[config.mk]
export PLATFORM = sky130hd
export DESIGN_NAME = uart_ctl
export DESIGN_NICKNAME = d
export VERILOG_FILES = /design/src/design/uart_pkg.sv /design/src/design/uart_ctl.sv /design/src/design/uart_des.sv /design/src/design/uart_fifo.sv /design/src/design/uart_regs.sv /design/src/design/uart_ser.sv
export SDC_FILE = /design/constraint.sdc
export NUM_CORES = 1
export LEC_CHECK = 0
export BUFFER_PORTS_ARGS = -buffer_cell sky130_fd_sc_hd__buf_2
export CAP_MARGIN = 10
export CORE_MARGIN = 1.5
export CORE_UTILIZATION = 32
export CTS_CLUSTER_SIZE = 16
export DETAILED_ROUTE_END_ITERATION = 16
export SYNTH_ARGS = -nofsm -noshare
export SYNTH_HDL_FRONTEND = slang
export SYNTH_SLANG_ARGS = --single-unit
[constraint.sdc]
create_clock -name tcb_wrc -period 2.7 [get_ports tcb_wrc]
set_input_delay 0.27 -clock tcb_wrc [delete_from_list [all_inputs] [get_ports tcb_wrc]]
set_output_delay 0.27 -clock tcb_wrc [all_outputs]
set_load 0.02 [all_outputs]
[src/design/uart_pkg.sv]
/* UART controller package
   Widths, register map, reset values and the bus and stream structs */

package uart_pkg;

  //////////////////////////////
  // Widths and sizes
  //////////////////////////////

  localparam int unsigned DATA_W     = 8;                    // Bits per character
  localparam int unsigned BDR_W      = 8;                    // Bit period and sample phase
  localparam int unsigned FIFO_DEPTH = 16;                   // Entries per FIFO
  localparam int unsigned CNT_W      = 5;                    // FIFO load, 0..FIFO_DEPTH
  localparam int unsigned PTR_W      = $clog2(FIFO_DEPTH);   // FIFO pointer
  localparam int unsigned ADR_W      = 6;                    // Decoded bus address
  localparam int unsigned BUS_W      = 32;                   // Bus data
  localparam int unsigned FRM_LEN    = DATA_W + 2;           // Start, data, stop
  localparam int unsigned IDX_W      = 4;                    // Bit index within a frame

  //////////////////////////////
  // Register map
  //////////////////////////////

  // TX side
  localparam logic [ADR_W-1:0] ADR_TX_DAT = 6'h00;  // Push into TX FIFO
  localparam logic [ADR_W-1:0] ADR_TX_CNT = 6'h04;  // TX FIFO load
  localparam logic [ADR_W-1:0] ADR_TX_BDR = 6'h08;  // TX bit period minus one
  localparam logic [ADR_W-1:0] ADR_TX_IRQ = 6'h10;  // TX interrupt level
  // RX side
  localparam logic [ADR_W-1:0] ADR_RX_DAT = 6'h20;  // Pop from RX FIFO
  localparam logic [ADR_W-1:0] ADR_RX_CNT = 6'h24;  // RX FIFO load
  localparam logic [ADR_W-1:0] ADR_RX_BDR = 6'h28;  // RX bit period minus one
  localparam logic [ADR_W-1:0] ADR_RX_SMP = 6'h2C;  // RX sample phase
  localparam logic [ADR_W-1:0] ADR_RX_IRQ = 6'h30;  // RX interrupt level

  // Reset values
  localparam logic [BDR_W-1:0] TX_BDR_RST = 8'd3;
  localparam logic [BDR_W-1:0] RX_BDR_RST = 8'd3;
  localparam logic [BDR_W-1:0] RX_SMP_RST = 8'd1;
  localparam logic [CNT_W-1:0] TX_IRQ_RST = '0;
  localparam logic [CNT_W-1:0] RX_IRQ_RST = '0;

  //////////////////////////////
  // Bus and stream structs
  //////////////////////////////

  typedef struct packed {
    logic             vld;
    logic [ADR_W-1:0] adr;
    logic [BUS_W-1:0] wdt;
  } wr_req_t;

  typedef struct packed {
    logic             vld;
    logic [ADR_W-1:0] adr;
  } rd_req_t;

  typedef struct packed {
    logic [BUS_W-1:0] rdt;
  } rd_rsp_t;

  // Forward half only, ready runs the other way
  typedef struct packed {
    logic              vld;
    logic [DATA_W-1:0] dat;
  } byte_str_t;

endpackage : uart_pkg

[src/design/uart_ctl.sv]
/* UART controller top level
   Register block, TX path (FIFO, serializer) and RX path (deserializer, FIFO) */

`timescale 1ns/1ps

module uart_ctl import uart_pkg::*; (
  input  logic    tcb_wrc,
  input  logic    arst_n,
  // Bus channels
  input  wr_req_t wr_req,
  input  rd_req_t rd_req,
  output rd_rsp_t rd_rsp,
  // Serial lines
  input  logic    uart_rxd,
  output logic    uart_txd,
  // Interrupts
  output logic    irq_tx,
  output logic    irq_rx
);

  byte_str_t        tx_bus;      // Registers to TX FIFO
  byte_str_t        tx_str;      // TX FIFO to serializer
  logic             tx_str_rdy;
  byte_str_t        rx_str;      // Deserializer to RX FIFO
  byte_str_t        rx_bus;      // RX FIFO to registers
  logic             rx_pop;
  logic [CNT_W-1:0] tx_cnt;
  logic [CNT_W-1:0] rx_cnt;
  logic [BDR_W-1:0] tx_bdr;
  logic [BDR_W-1:0] rx_bdr;
  logic [BDR_W-1:0] rx_smp;

  uart_regs u_regs (
    .tcb_wrc (tcb_wrc),
    .arst_n  (arst_n),
    .wr_req  (wr_req),
    .rd_req  (rd_req),
    .rd_rsp  (rd_rsp),
    .tx_str  (tx_bus),
    .rx_pop  (rx_pop),
    .tx_cnt  (tx_cnt),
    .rx_cnt  (rx_cnt),
    .rx_dat  (rx_bus.dat),
    .tx_bdr  (tx_bdr),
    .rx_bdr  (rx_bdr),
    .rx_smp  (rx_smp),
    .irq_tx  (irq_tx),
    .irq_rx  (irq_rx)
  );

  //////////////////////////////
  // TX path
  //////////////////////////////

  uart_fifo u_tx_fifo (
    .tcb_wrc (tcb_wrc),
    .arst_n  (arst_n),
    .sti     (tx_bus),
    .sti_rdy (),               // Full FIFO drops the byte
    .sto     (tx_str),
    .sto_rdy (tx_str_rdy),
    .cnt     (tx_cnt)
  );

  uart_ser u_ser (
    .tcb_wrc (tcb_wrc),
    .arst_n  (arst_n),
    .cfg_bdr (tx_bdr),
    .str     (tx_str),
    .str_rdy (tx_str_rdy),
    .txd     (uart_txd)
  );

  //////////////////////////////
  // RX path
  //////////////////////////////

  uart_des u_des (
    .tcb_wrc (tcb_wrc),
    .arst_n  (arst_n),
    .cfg_bdr (rx_bdr),
    .cfg_smp (rx_smp),
    .rxd     (uart_rxd),
    .str     (rx_str)
  );

  uart_fifo u_rx_fifo (
    .tcb_wrc (tcb_wrc),
    .arst_n  (arst_n),
    .sti     (rx_str),
    .sti_rdy (),               // Deserializer cannot wait
    .sto     (rx_bus),
    .sto_rdy (rx_pop),
    .cnt     (rx_cnt)
  );

endmodule : uart_ctl

[src/design/uart_des.sv]
/* UART deserializer
   Samples the receive line at a programmable phase and emits complete bytes */

`timescale 1ns/1ps

module uart_des import uart_pkg::*; (
  input  logic             tcb_wrc,
  input  logic             arst_n,
  // Configuration
  input  logic [BDR_W-1:0] cfg_bdr,  // Bit period minus one
  input  logic [BDR_W-1:0] cfg_smp,  // Sample phase within a bit
  // Serial in
  input  logic             rxd,
  // Byte stream out, no back-pressure
  output byte_str_t        str
);

  logic [1:0]        rxd_sync;  // Two-flop synchronizer
  logic              rxd_s;     // Synchronized line
  logic              rxd_l;     // Previous synchronized level
  logic              busy;
  logic [BDR_W-1:0]  bdr_cnt;   // Cycles into current bit
  logic [IDX_W-1:0]  bit_idx;
  logic [DATA_W-1:0] shr;
  logic              str_vld;
  logic              start;
  logic              smp_hit;
  logic              last_bit;

  assign rxd_s    = rxd_sync[1];
  assign start    = ~busy & rxd_l & ~rxd_s;       // Falling edge while idle
  assign smp_hit  = busy & (bdr_cnt == cfg_smp);
  assign last_bit = (bit_idx == IDX_W'(FRM_LEN-1));

  assign str = '{vld: str_vld, dat: shr};

  //////////////////////////////
  // Synchronizer
  //////////////////////////////

  always_ff @(posedge tcb_wrc or negedge arst_n) begin
    if (!arst_n) begin
      rxd_sync <= 2'b11;
      rxd_l    <= 1'b1;
    end else begin
      rxd_sync <= {rxd_sync[0], rxd};
      rxd_l    <= rxd_s;
    end
  end

  //////////////////////////////
  // Frame control
  //////////////////////////////

  always_ff @(posedge tcb_wrc or negedge arst_n) begin
    if (!arst_n) begin
      busy    <= 1'b0;
      bdr_cnt <= '0;
      bit_idx <= '0;
      str_vld <= 1'b0;
    end else begin
      str_vld <= smp_hit & last_bit & rxd_s;  // Keep only a clean stop bit
      if (start) begin
        busy    <= 1'b1;
        bdr_cnt <= '0;
        bit_idx <= '0;
      end else if (busy) begin
        if (bdr_cnt == cfg_bdr) begin
          bdr_cnt <= '0;
          bit_idx <= bit_idx + 1'b1;
        end else begin
          bdr_cnt <= bdr_cnt + 1'b1;
        end
        // Back to idle right at the stop sample
        if (smp_hit && last_bit) busy <= 1'b0;
      end
    end
  end

  // Data bits shift in LSB first
  always_ff @(posedge tcb_wrc) begin
    if (smp_hit && (bit_idx != '0) && !last_bit) shr <= {rxd_s, shr[DATA_W-1:1]};
  end

  // One pulse per frame
  a_vld_pulse: assert property (
    @(posedge tcb_wrc) disable iff (!arst_n)
    str.vld |=> !str.vld
  );

endmodule : uart_des

[src/design/uart_fifo.sv]
/* Byte FIFO
   Circular buffer with a valid/ready stream on each side and a load count */

`timescale 1ns/1ps

module uart_fifo import uart_pkg::*; (
  input  logic             tcb_wrc,
  input  logic             arst_n,
  // Write side
  input  byte_str_t        sti,
  output logic             sti_rdy,
  // Read side
  output byte_str_t        sto,
  input  logic             sto_rdy,
  // Status
  output logic [CNT_W-1:0] cnt
);

  logic [DATA_W-1:0] mem [FIFO_DEPTH];  // Byte storage
  logic [PTR_W-1:0]  wr_ptr;
  logic [PTR_W-1:0]  rd_ptr;
  logic              push;
  logic              pop;

  //////////////////////////////
  // Handshakes
  //////////////////////////////

  assign sti_rdy = (cnt != CNT_W'(FIFO_DEPTH));  // Low when full
  assign sto     = '{vld: (cnt != '0), dat: mem[rd_ptr]};

  assign push = sti.vld & sti_rdy;   // Extra bytes fall on the floor
  assign pop  = sto.vld & sto_rdy;

  //////////////////////////////
  // Pointers and load
  //////////////////////////////

  always_ff @(posedge tcb_wrc or negedge arst_n) begin
    if (!arst_n) begin
      wr_ptr <= '0;
      rd_ptr <= '0;
      cnt    <= '0;
    end else begin
      if (push) wr_ptr <= wr_ptr + 1'b1;  // Wraps at depth
      if (pop)  rd_ptr <= rd_ptr + 1'b1;
      // Push with pop leaves the load alone
      case ({push, pop})
        2'b10:   cnt <= cnt + 1'b1;
        2'b01:   cnt <= cnt - 1'b1;
        default: ;
      endcase
    end
  end

  // Storage write
  always_ff @(posedge tcb_wrc) begin
    if (push) mem[wr_ptr] <= sti.dat;
  end

  //////////////////////////////
  // Checks
  //////////////////////////////

  // Load stays within the buffer
  a_cnt_max: assert property (
    @(posedge tcb_wrc) disable iff (!arst_n)
    cnt <= CNT_W'(FIFO_DEPTH)
  );

  // Pops only where the pointers show stored data
  a_no_pop_empty: assert property (
    @(posedge tcb_wrc) disable iff (!arst_n)
    pop |-> (wr_ptr != rd_ptr) || (cnt == CNT_W'(FIFO_DEPTH))
  );

endmodule : uart_fifo

[src/design/uart_regs.sv]
/* UART register block
   Bus decode, configuration registers, read mux and level interrupts */

`timescale 1ns/1ps

module uart_regs import uart_pkg::*; (
  input  logic              tcb_wrc,
  input  logic              arst_n,
  // Bus channels
  input  wr_req_t           wr_req,
  input  rd_req_t           rd_req,
  output rd_rsp_t           rd_rsp,
  // FIFO side
  output byte_str_t         tx_str,
  output logic              rx_pop,
  input  logic [CNT_W-1:0]  tx_cnt,
  input  logic [CNT_W-1:0]  rx_cnt,
  input  logic [DATA_W-1:0] rx_dat,
  // Configuration out
  output logic [BDR_W-1:0]  tx_bdr,
  output logic [BDR_W-1:0]  rx_bdr,
  output logic [BDR_W-1:0]  rx_smp,
  // Interrupts
  output logic              irq_tx,
  output logic              irq_rx
);

  logic [CNT_W-1:0] tx_irq;  // TX level, load below it raises irq_tx
  logic [CNT_W-1:0] rx_irq;  // RX level, load above it raises irq_rx

  //////////////////////////////
  // Write channel
  //////////////////////////////

  always_ff @(posedge tcb_wrc or negedge arst_n) begin
    if (!arst_n) begin
      tx_bdr <= TX_BDR_RST;
      tx_irq <= TX_IRQ_RST;
      rx_bdr <= RX_BDR_RST;
      rx_smp <= RX_SMP_RST;
      rx_irq <= RX_IRQ_RST;
    end else if (wr_req.vld) begin
      case (wr_req.adr)
        ADR_TX_BDR: tx_bdr <= wr_req.wdt[BDR_W-1:0];
        ADR_TX_IRQ: tx_irq <= wr_req.wdt[CNT_W-1:0];
        ADR_RX_BDR: rx_bdr <= wr_req.wdt[BDR_W-1:0];
        ADR_RX_SMP: rx_smp <= wr_req.wdt[BDR_W-1:0];
        ADR_RX_IRQ: rx_irq <= wr_req.wdt[CNT_W-1:0];
        default:    ;  // Data and status are not registers here
      endcase
    end
  end

  // TX data goes straight to the FIFO
  assign tx_str = '{vld: wr_req.vld & (wr_req.adr == ADR_TX_DAT),
                    dat: wr_req.wdt[DATA_W-1:0]};

  //////////////////////////////
  // Read channel
  //////////////////////////////

  always_comb begin
    case (rd_req.adr)
      ADR_TX_CNT: rd_rsp.rdt = BUS_W'(tx_cnt);
      ADR_TX_BDR: rd_rsp.rdt = BUS_W'(tx_bdr);
      ADR_TX_IRQ: rd_rsp.rdt = BUS_W'(tx_irq);
      ADR_RX_DAT: rd_rsp.rdt = BUS_W'(rx_dat);  // Valid only with RX load nonzero
      ADR_RX_CNT: rd_rsp.rdt = BUS_W'(rx_cnt);
      ADR_RX_BDR: rd_rsp.rdt = BUS_W'(rx_bdr);
      ADR_RX_SMP: rd_rsp.rdt = BUS_W'(rx_smp);
      ADR_RX_IRQ: rd_rsp.rdt = BUS_W'(rx_irq);
      default:    rd_rsp.rdt = '0;              // Unmapped
    endcase
  end

  assign rx_pop = rd_req.vld & (rd_req.adr == ADR_RX_DAT);  // Pop on data read

  //////////////////////////////
  // Interrupts
  //////////////////////////////

  always_ff @(posedge tcb_wrc or negedge arst_n) begin
    if (!arst_n) begin
      irq_tx <= 1'b0;
      irq_rx <= 1'b0;
    end else begin
      irq_tx <= (tx_cnt < tx_irq);
      irq_rx <= (rx_cnt > rx_irq);
    end
  end

  // Address must be known on any access
  a_wr_adr_known: assert property (
    @(posedge tcb_wrc) disable iff (!arst_n)
    wr_req.vld |-> !$isunknown(wr_req.adr)
  );
  a_rd_adr_known: assert property (
    @(posedge tcb_wrc) disable iff (!arst_n)
    rd_req.vld |-> !$isunknown(rd_req.adr)
  );

endmodule : uart_regs

[src/design/uart_ser.sv]
/* UART serializer
   Turns stream bytes into 8N1 frames at a programmable bit period */

`timescale 1ns/1ps

module uart_ser import uart_pkg::*; (
  input  logic             tcb_wrc,
  input  logic             arst_n,
  // Configuration
  input  logic [BDR_W-1:0] cfg_bdr,  // Bit period minus one
  // Byte stream in
  input  byte_str_t        str,
  output logic             str_rdy,
  // Serial out
  output logic             txd
);

  logic              busy;     // Frame in flight
  logic [BDR_W-1:0]  bdr_cnt;  // Cycles left in the current bit
  logic [IDX_W-1:0]  bit_idx;  // 0 start, 1..8 data, 9 stop
  logic [DATA_W:0]   shr;      // Remaining data bits, then stop
  logic              pop;
  logic              bit_end;

  assign str_rdy = ~busy;              // Take a byte only when idle
  assign pop     = str.vld & str_rdy;
  assign bit_end = busy & (bdr_cnt == '0);

  //////////////////////////////
  // Frame control
  //////////////////////////////

  always_ff @(posedge tcb_wrc or negedge arst_n) begin
    if (!arst_n) begin
      busy    <= 1'b0;
      bdr_cnt <= '0;
      bit_idx <= '0;
      txd     <= 1'b1;                 // Line idles high
    end else if (pop) begin
      busy    <= 1'b1;
      bdr_cnt <= cfg_bdr;
      bit_idx <= '0;
      txd     <= 1'b0;                 // Start bit next cycle
    end else if (busy) begin
      if (!bit_end) begin
        bdr_cnt <= bdr_cnt - 1'b1;
      end else begin
        bdr_cnt <= cfg_bdr;
        if (bit_idx == IDX_W'(FRM_LEN-1)) begin
          busy <= 1'b0;                // Stop bit done
        end else begin
          bit_idx <= bit_idx + 1'b1;
          txd     <= shr[0];           // LSB first
        end
      end
    end
  end

  // Shift register, loaded with the stop bit on top
  always_ff @(posedge tcb_wrc) begin
    if (pop)          shr <= {1'b1, str.dat};
    else if (bit_end) shr <= {1'b1, shr[DATA_W:1]};
  end

  // Idle line is always high
  a_idle_high: assert property (
    @(posedge tcb_wrc) disable iff (!arst_n)
    !busy |-> txd
  );

endmodule : uart_ser

# Yosys cells after proc, flatten, opt, wreduce, memory -nomap -nowiden
# Memory sizes are Yosys's and may differ from the RTL's.
# Cells that the tools add are included.
# word_totals
memories	2
out_inout_bits	35
mem_bits_rw	256
register_bits	109
# memory_table
memory	depth	word_bits	read_ports	rd_clocked_by_memory_dff	write_ports	line_no	rtl
u_rx_fifo.mem	16	8	1	0	1	uart_fifo.sv:19	logic [DATA_W-1:0] mem [FIFO_DEPTH];
u_tx_fifo.mem	16	8	1	0	1	uart_fifo.sv:19	
# classes
n_reduce_logical	22
magnitude_cmp	2
bitwise_logic	15
add_sub_neg	12
n_eq_ne	24
n_mux	33
# ops
op	n
8-bit 2-to-1 mux	8
8-bit one-hot mux with 8 select lines	1
6-bit equality test (second input constant)	8
4-bit 2-to-1 mux	7
4-bit by 1-bit adder with 4-bit output (second input constant)	6
5-bit one-hot mux with 2 select lines	2
8-bit equality test	2
1-bit 2-to-1 mux	15
1-bit AND	12
6-bit by 4-bit equality test with 1-bit output (second input constant)	2
6-bit by 5-bit equality test with 1-bit output (second input constant)	2
2-bit AND reduction	6
2-bit nonzero test	6
5-bit by 1-bit adder with 5-bit output (second input constant)	2
5-bit != test (second input constant)	2
5-bit nonzero test	2
5-bit by 1-bit subtractor with 5-bit output (second input constant)	2
8-bit by 1-bit adder with 8-bit output (second input constant)	1
4-bit equality test (second input constant)	2
8-bit zero test	1
8-bit by 1-bit subtractor with 8-bit output (second input constant)	1
6-bit by 3-bit equality test with 1-bit output (second input constant)	1
6-bit zero test	1
5-bit > comparator	1
other kinds (9)	15

# Depth between registers and ports, before layout
# Gate-level depths: netlist of the first run.
# depth
ltp_word	6
mapped_depth	14
ltp_nobuf	11

# Modules after synthesis
# A second synthesis of the first run with hierarchy kept.
# unflattened
cells_unflattened	1100
hier_area_um2	16365.7
# by_module_without_submodules
mod	area_each_um2	cells_per_inst	instances	seq_area_each_um2
uart_fifo	5783.0	331	2	4169.0
uart_regs	2301.0	202	1	907.1
uart_des	1296.2	111	1	669.4
uart_ser	1202.4	125	1	591.8

# Least setup slack after synthesis of the first run
# Ideal clock, no wire load.
# synth_path
kind	input-to-reg
start	input port rd_req[5] in the netlist's numbering
end	register u_rx_fifo.cnt[3]
path_buffers	3
arrival_time_ns	2.811
cell_stages	12
setup_time_ns	0.083
required_time_ns	2.617
setup_slack_ns	-0.194
cell_sequence	buf_6 > or4b_1 > buf_2 > or3_4 > nor2_4 > ha_1 > clkbuf_1 > or3b_2 > a21oi_1 > a21oi_1 > xor2_1 > o21ai_0
# synth_between
elab_chain_len	5
elab_cells_between_ends	7
cone_classes	eq/ne: 3; mux: 1; bitwise: 2; reduce/logical: 1
# synth_rtl
item	line_no	rtl
from (decl)	uart_ctl.sv:11	input rd_req_t rd_req,
6-bit equality test *	uart_regs.sv:76	assign rx_pop = rd_req.vld & (rd_req.adr == ADR_RX_DAT);
1-bit AND *	uart_regs.sv:76	
1-bit AND *	uart_fifo.sv:33	assign pop = sto.vld & sto_rdy;
via u_rx_fifo.pop	uart_fifo.sv:23	logic pop;
2-bit by 1-bit equality test with 1-bit output / 2-bit equality test (equally long branches)	uart_fifo.sv:48	case ({push, pop})
5-bit one-hot mux with 2 select lines / 2-bit nonzero test (equally long branches)	--	
to (signal assigned)	uart_fifo.sv:49	2'b10: cnt <= cnt + 1'b1;
to (signal assigned)	uart_fifo.sv:50	2'b01: cnt <= cnt - 1'b1;
to (decl)	uart_fifo.sv:16	output logic [CNT_W-1:0] cnt
# The timed path passes the listed nets; every way through them passes the cells marked *.
# A chain may end at the register's enable or synchronous reset.

==> results of run 1 <==
==> placed cells by master (no fill, tap or decap), types with 32 or more instances in the layout <==
| cell type | count |
|---|---|
| sky130_fd_sc_hd__mux2_2 | 41 |
| sky130_fd_sc_hd__clkbuf_16 | 39 |
| sky130_fd_sc_hd__buf_4 | 78 |
| sky130_fd_sc_hd__mux4_2 | 64 |
| sky130_fd_sc_hd__dfrtp_1 | 82 |
| sky130_fd_sc_hd__edfxtp_1 | 272 |
| sky130_fd_sc_hd__o21ai_0 | 32 |
| sky130_fd_sc_hd__nand2_1 | 58 |
| sky130_fd_sc_hd__nor2_1 | 33 |
| sky130_fd_sc_hd__inv_1 | 35 |
| sky130_fd_sc_hd__buf_2 | 34 |
==> logic make-up (layout without fill, tap and decap cells) <==
logic type      Yosys count  count (layout)  synth area share, %
mux                     135             135                13.81
simple gates            189             189                6.296
buf+inv                 109             226                3.426
flops                   365             365                65.83
fa+ha+maj                34              34                2.666
other cells               1              24              0.02350
xor+xnor                 45              45                2.470
compound gates          128             128                5.473
==> cell type report <==
cell class              count  area, µm²  share of cell area [%]
repair buffers            120      898.4                   4.798
multi-input cells         555       5132                   27.41
clock inverters            15      150.1                  0.8019
flip-flops and latches    365      10510                   56.12
inverters                  38      145.1                  0.7751
clock buffers              53       1059                   5.653
well taps                 664      830.8                   4.437
==> metrics by stage <==
stage / TNS [ps] / area [µm²] / worst slack, ps / util [%]
floorplan: -38.27 / 16120 / -20.70 / -
CTS: 0 / 18630 / 3.223 / 37.98
detailed placement: 0 / 17330 / 60.11 / 35.33
global route: -27.47 / 18720 / -27.47 / 38.17
finish: 0 / 18720 / 55.18 / 38.17
global placement: 0 / 17330 / 126.7 / 35.33
==> final timing paths <==
kind                                                      to  slack, ps
worst min register to register   u_des.rxd_sync[1]$_DFF_PN1_        360
worst min-delay path            u_regs.rx_irq[0]$_DFFE_PN0P_        170
worst max-delay path                               rd_rsp[3]         60
min in group asynchronous               u_des.busy$_DFF_PN0_        300
max in group asynchronous       u_regs.tx_bdr[1]$_DFFE_PN1P_       1640
worst max register to register  u_tx_fifo.cnt[4]$_DFFE_PN0P_        160
==> cell usage after synthesis, types with 6 or more instances <==
master / number / area [µm²]
sky130_fd_sc_hd__o221ai_1: 7 / 61.31
sky130_fd_sc_hd__nor3_1: 14 / 70.07
sky130_fd_sc_hd__and2_1: 8 / 50.05
sky130_fd_sc_hd__edfxtp_1: 272 / 8168
sky130_fd_sc_hd__ha_1: 34 / 425.4
sky130_fd_sc_hd__buf_1: 6 / 22.52
sky130_fd_sc_hd__a22oi_1: 13 / 97.59
sky130_fd_sc_hd__nand3_1: 14 / 70.07
sky130_fd_sc_hd__clkbuf_1: 24 / 90.09
sky130_fd_sc_hd__mux2i_1: 29 / 290.3
sky130_fd_sc_hd__inv_1: 36 / 135.1
sky130_fd_sc_hd__nand2b_1: 8 / 50.05
sky130_fd_sc_hd__mux2_2: 41 / 461.7
sky130_fd_sc_hd__nand2_1: 58 / 217.7
sky130_fd_sc_hd__mux4_2: 64 / 1441
sky130_fd_sc_hd__nor4_1: 10 / 62.56
sky130_fd_sc_hd__xor2_1: 20 / 175.2
sky130_fd_sc_hd__o211ai_1: 6 / 45.04
sky130_fd_sc_hd__o22ai_1: 6 / 37.54
sky130_fd_sc_hd__nor2_1: 34 / 127.6
sky130_fd_sc_hd__a21oi_1: 19 / 95.09
sky130_fd_sc_hd__buf_4: 26 / 195.2
sky130_fd_sc_hd__o21ai_0: 37 / 185.2
sky130_fd_sc_hd__buf_2: 11 / 55.05
sky130_fd_sc_hd__xnor2_1: 25 / 219.0
sky130_fd_sc_hd__dfrtp_1: 84 / 2102
sky130_fd_sc_hd__dfstp_2: 9 / 236.5
sky130_fd_sc_hd__nand4_1: 8 / 50.05
==> tightest hold or removal path, cell delays in order <==
cell and delay [ps]:
sky130_fd_sc_hd__buf_2 120, sky130_fd_sc_hd__nor4b_2 70, sky130_fd_sc_hd__mux2_2 210
==> repair_timing <==
item                                    CTS  global route
endpoints found under the hold margin    32             0
hold buffers                              2             0
gates cloned                              1             0
endpoints found under the setup margin    8             9
resized for setup                        10            13
buffers inserted                          3             2
==> flip-flops by register name, indices dropped and copies added (netlist names), 2 cells and up <==
name / count
u_des.bdr_cnt: 8
u_des.bit_idx: 4
u_des.rxd_sync: 2
u_des.shr: 8
u_regs.rx_bdr: 8
u_regs.rx_irq: 5
u_regs.rx_smp: 8
u_regs.tx_bdr: 8
u_regs.tx_irq: 5
u_rx_fifo.cnt: 5
u_rx_fifo.mem: 128
u_rx_fifo.rd_ptr: 4
u_rx_fifo.wr_ptr: 4
u_ser.bdr_cnt: 8
u_ser.bit_idx: 4
u_ser.shr: 8
u_tx_fifo.cnt: 5
u_tx_fifo.mem: 128
u_tx_fifo.rd_ptr: 4
u_tx_fifo.wr_ptr: 4
==> per-layer routing <==
layer	routed length, µm	track usage (%)
met2	17420	23.86
met4	520	3.527
met1	15190	18.28
met3	1365	2.371
met5	8	0
==> power by group <==
group | leakage (nW) | switching [W] | internal, W
registers | 3.61 | 0.000496 | 0.00646
clock network | 0.590 | 0.00211 | 0.00302
logic | 2.51 | 0.00133 | 0.00131
total | 6.70 | 0.00394 | 0.0108
==> qor.log, run 1 <==
qor: clocking.cts_tree yes
qor: floorplan.floorplan.die.height 226.3 µm
qor: yosys.synth_edf_count 272
qor: critical_path.arrival 2370 ps
qor: floorplan.die_w 226.3 µm
qor: power.fin_total_pwr 0.01474 W
qor: layout.stdcell_count 1810
qor: global_route.grt.total_usage 13.92%
qor: sta.report.final.hold_viol_count 0
qor: floorplan.fp.coreArea 49050 µm²
qor: clocking.clock-root-buffer sky130_fd_sc_hd__clkbuf_16
qor: worst_hold_path.min_delay_path_depth 3
qor: critical_path.crit_type register to output pin
qor: yosys.synthesis.area 15960 µm²
qor: layout.design.final.nets 1200
qor: yosys.yosysUniqueCellTypes 72
qor: yosys.synth-seq-cells 365
qor: critical_path.crit_start u_rx_fifo.rd_ptr[0]$_DFFE_PN0P_
qor: sta.worst_slew_pin_slew 881.9 ps
qor: critical_path.crit_path_max_incr_delay 550 ps
qor: critical_path.number_of_cells_traversed_by_the_worst_register_to_register_path 10
qor: layout.antenna_cells 0
qor: worst_hold_path.hold_path.startpoint wr_req[35]
qor: critical_path.cell_chain_of_the_critical_path buf_12 > buf_12 > mux4_2 > mux2i_2 > o211ai_1 > buf_2
qor: sta.max_freq 378.1 MHz
qor: placement.half_perimeter_wire_length_after_detailed_placement 22750 µm
qor: floorplan.placement_rows 81
qor: critical_path.required 2430 ps
qor: critical_path.worstPathBufferInverterCount 3
qor: critical_path.timing.critical_path.from_type register
qor: yosys.syn-instance-count 1006
qor: drt.drt-pass1-iter-count 5
qor: clocking.cts_num_sinks 365
qor: yosys.post_synthesis_sequential_area_ratio 65.83%
qor: drt.ant_nets 0
qor: clocking.htree_num_levels 2
qor: sta.worst_clock_skew 15.96 ps
qor: placement.dp.cells 1734
qor: yosys.syn-mean-instance-area 15.86 µm²
qor: critical_path.r2r_start u_tx_fifo.cnt[1]$_DFFE_PN0P_
qor: floorplan.floorplan.initialDensity 32.53%
qor: yosys.ys_warn_count 0
qor: sta.grt_setup_unrepaired true
qor: drt.detailedRoute.firstIterationViolations 577
qor: placement.place.gp.congestion 0.8067
qor: run.cap_viol_max_count 0
qor: clocking.insertion_delay 530 ps
qor: placement.io_buffer_count 35
qor: yosys.async_flop_share 25.48%
qor: drt.drc_errors 0
qor: drt.avgViaCountPerCell 4.818
qor: global_route.grt.overflow.total 0
qor: sta.fin_crit_sh 97.96%
qor: clocking.cts_made_buffers 37
qor: yosys.dominantRegCellSynth sky130_fd_sc_hd__edfxtp_1
qor: global_route.grt_pass1_wl 54300 µm
qor: critical_path.cp_top_family multiplexers
qor: drt.vias 8721
qor: critical_path.critical_path_cell_count 6
qor: drt.wl_per_cell 19.06 µm
qor: floorplan.full_die_area 51220 µm²
qor: sta.period_needed 2645 ps
qor: power.power.density 787.1 nW/µm²
qor: layout.nFillCells 4616
qor: critical_path.crit_fanout 14
qor: clocking.max-clock-path-buffers 3
qor: floorplan.ios 84
qor: layout.synthToLayoutAreaGrowth 17.33%
qor: layout.fraction_of_layout_cells_with_a_size_suffix_above_1 28.36%
qor: global_route.grt_max_degree 40
qor: global_route.grt_antenna_before_repair 1
qor: critical_path.crit_path_frequent_cell sky130_fd_sc_hd__buf_12
qor: critical_path.crit_path_end_kind output pin
qor: drt.routed_wl 34500 µm
qor: power.maximum_resistive_drop_on_vdd 0.4601 mV
qor: power.power.leakage 6.702 nW
qor: status.run_status completed
qor: worst_hold_path.min_path_type input pin to register
qor: sta.slew_headroom 41.21%
qor: sta.slew_violations 0
qor: clocking.cts.reportedPaths.clkPinSlew 60 ps
qor: global_route.grt_pass1_vias 9216
qor: critical_path.critPathSlowestCell sky130_fd_sc_hd__mux4_2
qor: sta.final-setup-viol-count 0
qor: sta.whs 170.9 ps
Note: power is estimated with default switching activity, not from simulation.
==> run 2: changes to the inputs <==
CELL_PAD_IN_SITES_DETAIL_PLACEMENT = 1   (was not set)
CELL_PAD_IN_SITES_GLOBAL_PLACEMENT = 1   (was not set)
PLACE_DENSITY_LB_ADDON = 0.1   (was not set)
==> qor.log, run 2 (synthesized netlist as in run 1, its figures left out) <==
qor: status.run_status finished, violations left
qor: status.violations setup timing
qor: power.p_switching 0.004278 W
qor: layout.regArea 10510 µm²
qor: drt.detailedRoute.firstIterationViolations 544
qor: power.maximum_resistive_drop_on_vdd 0.5267 mV
qor: run.cap_viol_max_count 0
qor: clocking.cts_made_buffers 44
qor: critical_path.arrival 2450 ps
qor: clocking.cts_tree yes
qor: critical_path.crit_fanout 8
qor: clocking.cts.reportedPaths.clkPinSlew 60 ps
qor: clocking.clock-root-buffer sky130_fd_sc_hd__clkbuf_16
qor: layout.antenna_cells 0
qor: global_route.grt.total_usage 16.07%
qor: clocking.insertion_delay 560 ps
qor: global_route.grt_max_degree 36
qor: sta.slew_violations 0
qor: layout.nFillCells 5025
qor: critical_path.worstPathBufferInverterCount 2
qor: global_route.globalRoute.busiestLayer met2
qor: placement.io_buffer_count 35
qor: layout.stdcell_count 1824
qor: sta.worst_clock_skew 22.44 ps
qor: power.cell_internal_pwr 0.01126 W
qor: critical_path.crit_path_max_incr_delay 570 ps
qor: layout.design.final.nets 1208
qor: critical_path.cell_chain_of_the_critical_path buf_12 > mux4_2 > a22oi_2 > o211ai_1 > buf_2
qor: drt.routed_wl 40160 µm
qor: clocking.htree_num_levels 2
qor: power.swShare 27.53%
qor: floorplan.fp.coreArea 49050 µm²
qor: layout.layout.cells.most_common sky130_fd_sc_hd__edfxtp_1
qor: critical_path.critical_path_cell_count 5
qor: layout.multiInputGateArea 5144 µm²
qor: drt.drt-pass1-iter-count 4
qor: placement.dp.cells 1728
qor: placement.place.gp.congestion 0.7560
qor: sta.final-setup-viol-count 1
qor: drt.drc_errors 0
qor: floorplan.ios 84
qor: clocking.max-clock-path-buffers 3
qor: global_route.grt_util_met2 26.78%
qor: critical_path.crit_path_end_kind output pin
qor: power.p_comb_share 17.8%
qor: sta.worst_slew_pin_slew 1050 ps
qor: clocking.cts_num_sinks 365
qor: drt.avgViaCountPerCell 4.866
qor: critical_path.number_of_cells_traversed_by_the_worst_register_to_register_path 10
qor: layout.layout_common_cells 272 x sky130_fd_sc_hd__edfxtp_1, 81 x sky130_fd_sc_hd__dfrtp_1, 75 x sky130_fd_sc_hd__buf_4
qor: layout.fraction_of_layout_cells_with_a_size_suffix_above_1 29.57%
qor: floorplan.floorplan.initialDensity 32.53%
qor: sta.period_needed 2720 ps
qor: sta.report.final.hold_viol_count 0
qor: worst_hold_path.min_delay_path_depth 1
qor: power.pwr-share-seq 45.2%
qor: drt.ant_nets 0
qor: global_route.grt_pass1_wl 60370 µm
qor: critical_path.crit_type register to output pin
qor: power.power.density 816.6 nW/µm²
qor: power.clock_power_share 36.9%
qor: sta.grt_setup_unrepaired true
qor: critical_path.timing.critical_path.from_type register
qor: global_route.grt.overflow.total 0
qor: placement.half_perimeter_wire_length_after_detailed_placement 26790 µm
qor: layout.synthToLayoutAreaGrowth 19.26%
qor: floorplan.full_die_area 51220 µm²
qor: layout.layout.cell_area.non_filler 19030 µm²
qor: placement.placed_area 17330 µm²
qor: sta.slew_headroom 29.76%
qor: power.power.leakage 6.843 nW
qor: critical_path.cp_top_family multiplexers
qor: layout.layout_top_registers u_rx_fifo.mem x128, u_tx_fifo.mem x128
qor: floorplan.floorplan.die.height 226.3 µm
qor: global_route.groute.layer.met3.usage 2.579%
qor: global_route.grt_antenna_before_repair 0
qor: floorplan.die_w 226.3 µm
qor: global_route.global_route.usage.met1 21.37%
qor: sta.fin_crit_sh 100.8%
qor: sta.worst_slack -20.30 ps
qor: critical_path.critPathSlowestCell sky130_fd_sc_hd__mux4_2
qor: drt.vias 8875
qor: global_route.grt_pass1_vias 9459
qor: drt.wl_per_cell 22.02 µm
qor: floorplan.placement_rows 81
qor: critical_path.required 2430 ps
qor: worst_hold_path.min_path_type input pin to register
qor: sta.max_freq 367.6 MHz
-- run 2: cell types whose count changed in the layout (fill, tap and decap cells not counted), sizes merged --
cell / delta
buf: -1
clkbuf: +4
clkinv: +10
clkinvlp: +1
-- run 2: area by class of cell --
class                           count  share of cell area (%)
Sequential cell                   365                   55.23
Tap cell                          664                   4.365
Inverter                           38                  0.7626
Timing Repair Buffer              121                   5.233
Clock buffer                       55                   6.219
Multi-Input combinational cell    555                   27.02
Clock inverter                     26                   1.164
-- run 2: per-layer routing --
metal / wire length, µm / part of all wire (%)
met4: 944 / 2.4
met1: 18340 / 46
met2: 19590 / 49
met5: 0 / 0
met3: 1285 / 3.2
-- run 2: timing repair --
item | CTS | global route
cloned | 0 | 2
hold endpoints to repair | 32 | 0
hold buffers | 2 | 0
buffers inserted | 10 | 1
endpoints found under the setup margin | 8 | 8
pin swaps | 0 | 5
gates resized for setup | 23 | 14
-- run 2: power groups by stage --
| stage | combinational (W) | clock (W) | sequential [W] |
|---|---|---|---|
| final | 0.00277 | 0.00574 | 0.00703 |
| after global routing | 0.00308 | 0.00613 | 0.00710 |
| after CTS | 0.00276 | 0.00595 | 0.00703 |
| after detailed placement | 0.00263 | 0 | 0.00714 |
| after global placement | 0.00258 | 0 | 0.00713 |
| after floorplan | 0.00191 | 0 | 0.00690 |
-- run 2: final timing paths --
path / slack [ps] / startpoint / end
min: 150 / wr_req[7] / u_tx_fifo.mem[10][7]$_DFFE_PP_
min reg2reg: 350 / u_des.rxd_sync[0]$_DFF_PN1_ / u_des.rxd_sync[1]$_DFF_PN1_
max in group asynchronous: 1690 / arst_n / u_regs.tx_bdr[1]$_DFFE_PN1P_
max reg2reg: 190 / u_tx_fifo.cnt[1]$_DFFE_PN0P_ / u_tx_fifo.cnt[4]$_DFFE_PN0P_
max: -20 / u_rx_fifo.rd_ptr[0]$_DFFE_PN0P_ / rd_rsp[4]
min in group asynchronous: 260 / arst_n / u_tx_fifo.rd_ptr[0]$_DFFE_PN0P_
-- run 2: stage by stage --
step	setup TNS [ps]	total power [W]	util, %	setup slack, ps	hold WS [ps]
floorplan	-38.27	0.008812	-	-20.70	-25.59
global placement	0	0.009712	35.34	47.52	310.4
detailed placement	0	0.009766	35.34	56.96	310.7
CTS	-169.1	0.01573	38.59	-43.68	138.3
global route	-490.3	0.01631	38.80	-80.97	157.7
finish	-20.30	0.01554	38.80	-20.30	150.3
==> run 3: changes to the inputs <==
clock period = 2.45 ns   (was 2.7 ns; I/O delays follow)
==> qor.log, run 3 (synthesized netlist as in run 1, its figures left out) <==
qor: global_route.grt_pass1_wl 62470 µm
qor: global_route.grt_max_degree 37
qor: floorplan.fp.coreArea 49050 µm²
qor: global_route.grt_pass1_vias 9624
qor: floorplan.ios 84
qor: power.maximum_resistive_drop_on_vdd 0.6614 mV
qor: floorplan.die_w 226.3 µm
qor: sta.grt_setup_unrepaired true
qor: drt.routed_wl 41180 µm
qor: power.power.density 892.5 nW/µm²
qor: sta.slew_headroom 35.90%
qor: run.cap_viol_max_count 0
qor: drt.vias 9008
qor: floorplan.full_die_area 51220 µm²
qor: critical_path.arrival 2400 ps
qor: layout.fin_util 39.34%
qor: drt.met2_length 20170 µm
qor: drt.detailedRoute.firstIterationViolations 510
qor: drt.ant_nets 0
qor: layout.synthToLayoutAreaGrowth 20.91%
qor: power.power.leakage 6.958 nW
qor: layout.multiInputGateArea 5205 µm²
qor: floorplan.floorplan.die.height 226.3 µm
qor: layout.antenna_cells 0
qor: placement.half_perimeter_wire_length_after_detailed_placement 27640 µm
qor: worst_hold_path.min_path_type input pin to register
qor: drt.met3_length 1227 µm
qor: sta.whs 134.9 ps
qor: sta.worst_slew_pin_slew 958.0 ps
qor: critical_path.required 2200 ps
qor: floorplan.floorplan.initialDensity 32.53%
qor: critical_path.crit_type input pin to output pin
qor: global_route.grt_antenna_before_repair 0
qor: drt.drc_errors 0
qor: clocking.insertion_delay 570 ps
qor: drt.m1WireLength 18830 µm
qor: layout.layout_common_cells 272 x sky130_fd_sc_hd__edfxtp_1, 100 x sky130_fd_sc_hd__buf_4, 80 x sky130_fd_sc_hd__dfrtp_1
qor: clocking.clock-root-buffer sky130_fd_sc_hd__clkbuf_16
qor: sta.period_needed 2650 ps
qor: clocking.max-clock-path-buffers 3
qor: critical_path.crit_fanout 4
qor: critical_path.timing.critical_path.from_type input pin
qor: drt.drt-pass1-iter-count 6
qor: placement.io_buffer_count 35
qor: clocking.cts.reportedPaths.clkPinSlew 60 ps
qor: global_route.grt.overflow.total 0
qor: layout.layout_top_registers u_rx_fifo.mem x128, u_tx_fifo.mem x128
qor: status.violations setup timing
qor: clocking.cts_made_buffers 43
qor: sta.fin_crit_sh 108.2%
qor: sta.report.final.hold_viol_count 0
qor: critical_path.crit_path_end_kind output pin
qor: placement.place.gp.congestion 0.7482
qor: floorplan.placement_rows 81
qor: status.run_status finished, violations left
qor: layout.layout.cells.most_common sky130_fd_sc_hd__edfxtp_1
qor: layout.fraction_of_layout_cells_with_a_size_suffix_above_1 31.25%
qor: drt.wl_per_cell 22.28 µm
qor: clocking.cts_tree yes
qor: drt.topRoutingLayerUsed met4
qor: sta.final-setup-viol-count 8
qor: layout.regArea 10510 µm²
qor: drt.avgViaCountPerCell 4.874
qor: sta.max_freq 377.4 MHz
qor: global_route.grt.total_usage 16.62%
qor: layout.nFillCells 5010
qor: sta.worst_clock_skew 26.22 ps
qor: sta.worst_slack -199.8 ps
qor: clocking.htree_num_levels 2
qor: clocking.cts_num_sinks 365
qor: layout.design.final.nets 1234
qor: sta.slew_violations 0
run 3: cell count changes in the layout (fill, tap and decap cells not counted), sizes merged:
cell and delta:
buf +28, bufinv +1, clkinvlp -2, clkinv -4
inv +2, bufbuf +1, clkbuf -2
run 3: worst paths after layout:
path	start	endpoint	slack (ps)	cells after the start
worst max register to register	u_tx_fifo.cnt[1]$_DFFE_PN0P_	u_tx_fifo.cnt[4]$_DFFE_PN0P_	40	10
worst min register to register	u_des.rxd_sync[0]$_DFF_PN1_	u_des.rxd_sync[1]$_DFF_PN1_	350	0
min in group asynchronous	arst_n	u_tx_fifo.rd_ptr[3]$_DFFE_PN0P_	180	2
worst min-delay path	wr_req[7]	u_tx_fifo.mem[7][7]$_DFFE_PP_	130	1
worst max-delay path	rd_req[1]	rd_rsp[4]	-200	9
max in group asynchronous	arst_n	u_regs.rx_smp[0]$_DFFE_PN1P_	1570	3
run 3: worst max-delay path, cell delays in order:
cell and delay [ps]:
sky130_fd_sc_hd__buf_2 100, sky130_fd_sc_hd__or4b_4 550, sky130_fd_sc_hd__or3_4 420, sky130_fd_sc_hd__buf_4 170
sky130_fd_sc_hd__nor3b_4 330, sky130_fd_sc_hd__buf_4 170, sky130_fd_sc_hd__a22oi_2 70, sky130_fd_sc_hd__o211ai_1 130
sky130_fd_sc_hd__buf_4 200
run 3: final cells by class:
type | count | share of cell area [%]
sequential | 365 | 54.47
clock buffer | 55 | 5.862
multi-input combinational | 555 | 26.97
clock inverter | 23 | 1.102
inverter | 38 | 0.7522
tap | 664 | 4.306
timing repair buffer | 148 | 6.530
run 3: routing by layer:
metal  global-route usage, %  up-vias
li1                        -     4137
met1                   22.64     4696
met2                   27.35      120
met3                   2.320       55
met4                   5.441        0
met5                       0        -
run 3: where the power goes:
part           internal, W  total, W  switching [W]
Sequential         0.00713   0.00771       0.000583
Clock              0.00368   0.00621        0.00253
Combinational      0.00165   0.00330        0.00165
run 3: stage by stage:
stage	setup TNS (ps)	setup slack, ps	total power, W	cell area (µm²)	std cells
floorplan	-1193	-270.7	0.009720	16140	1029
global placement	-1261	-157.4	0.01089	17550	1751
detailed placement	-1119	-151.0	0.01092	17550	1751
CTS	-1583	-217.1	0.01747	19200	1842
global route	-1875	-250.7	0.01806	19300	1848
finish	-1259	-199.8	0.01722	19300	1848
run 3: repair_timing:
item | 4_1_cts | 5_1_grt
endpoints found under the setup margin | 11 | 19
pin swaps | 9 | 11
gates cloned | 4 | 0
hold buffers | 2 | 0
buffers inserted | 7 | 8
hold endpoints to repair | 26 | 0
resized for setup | 32 | 16
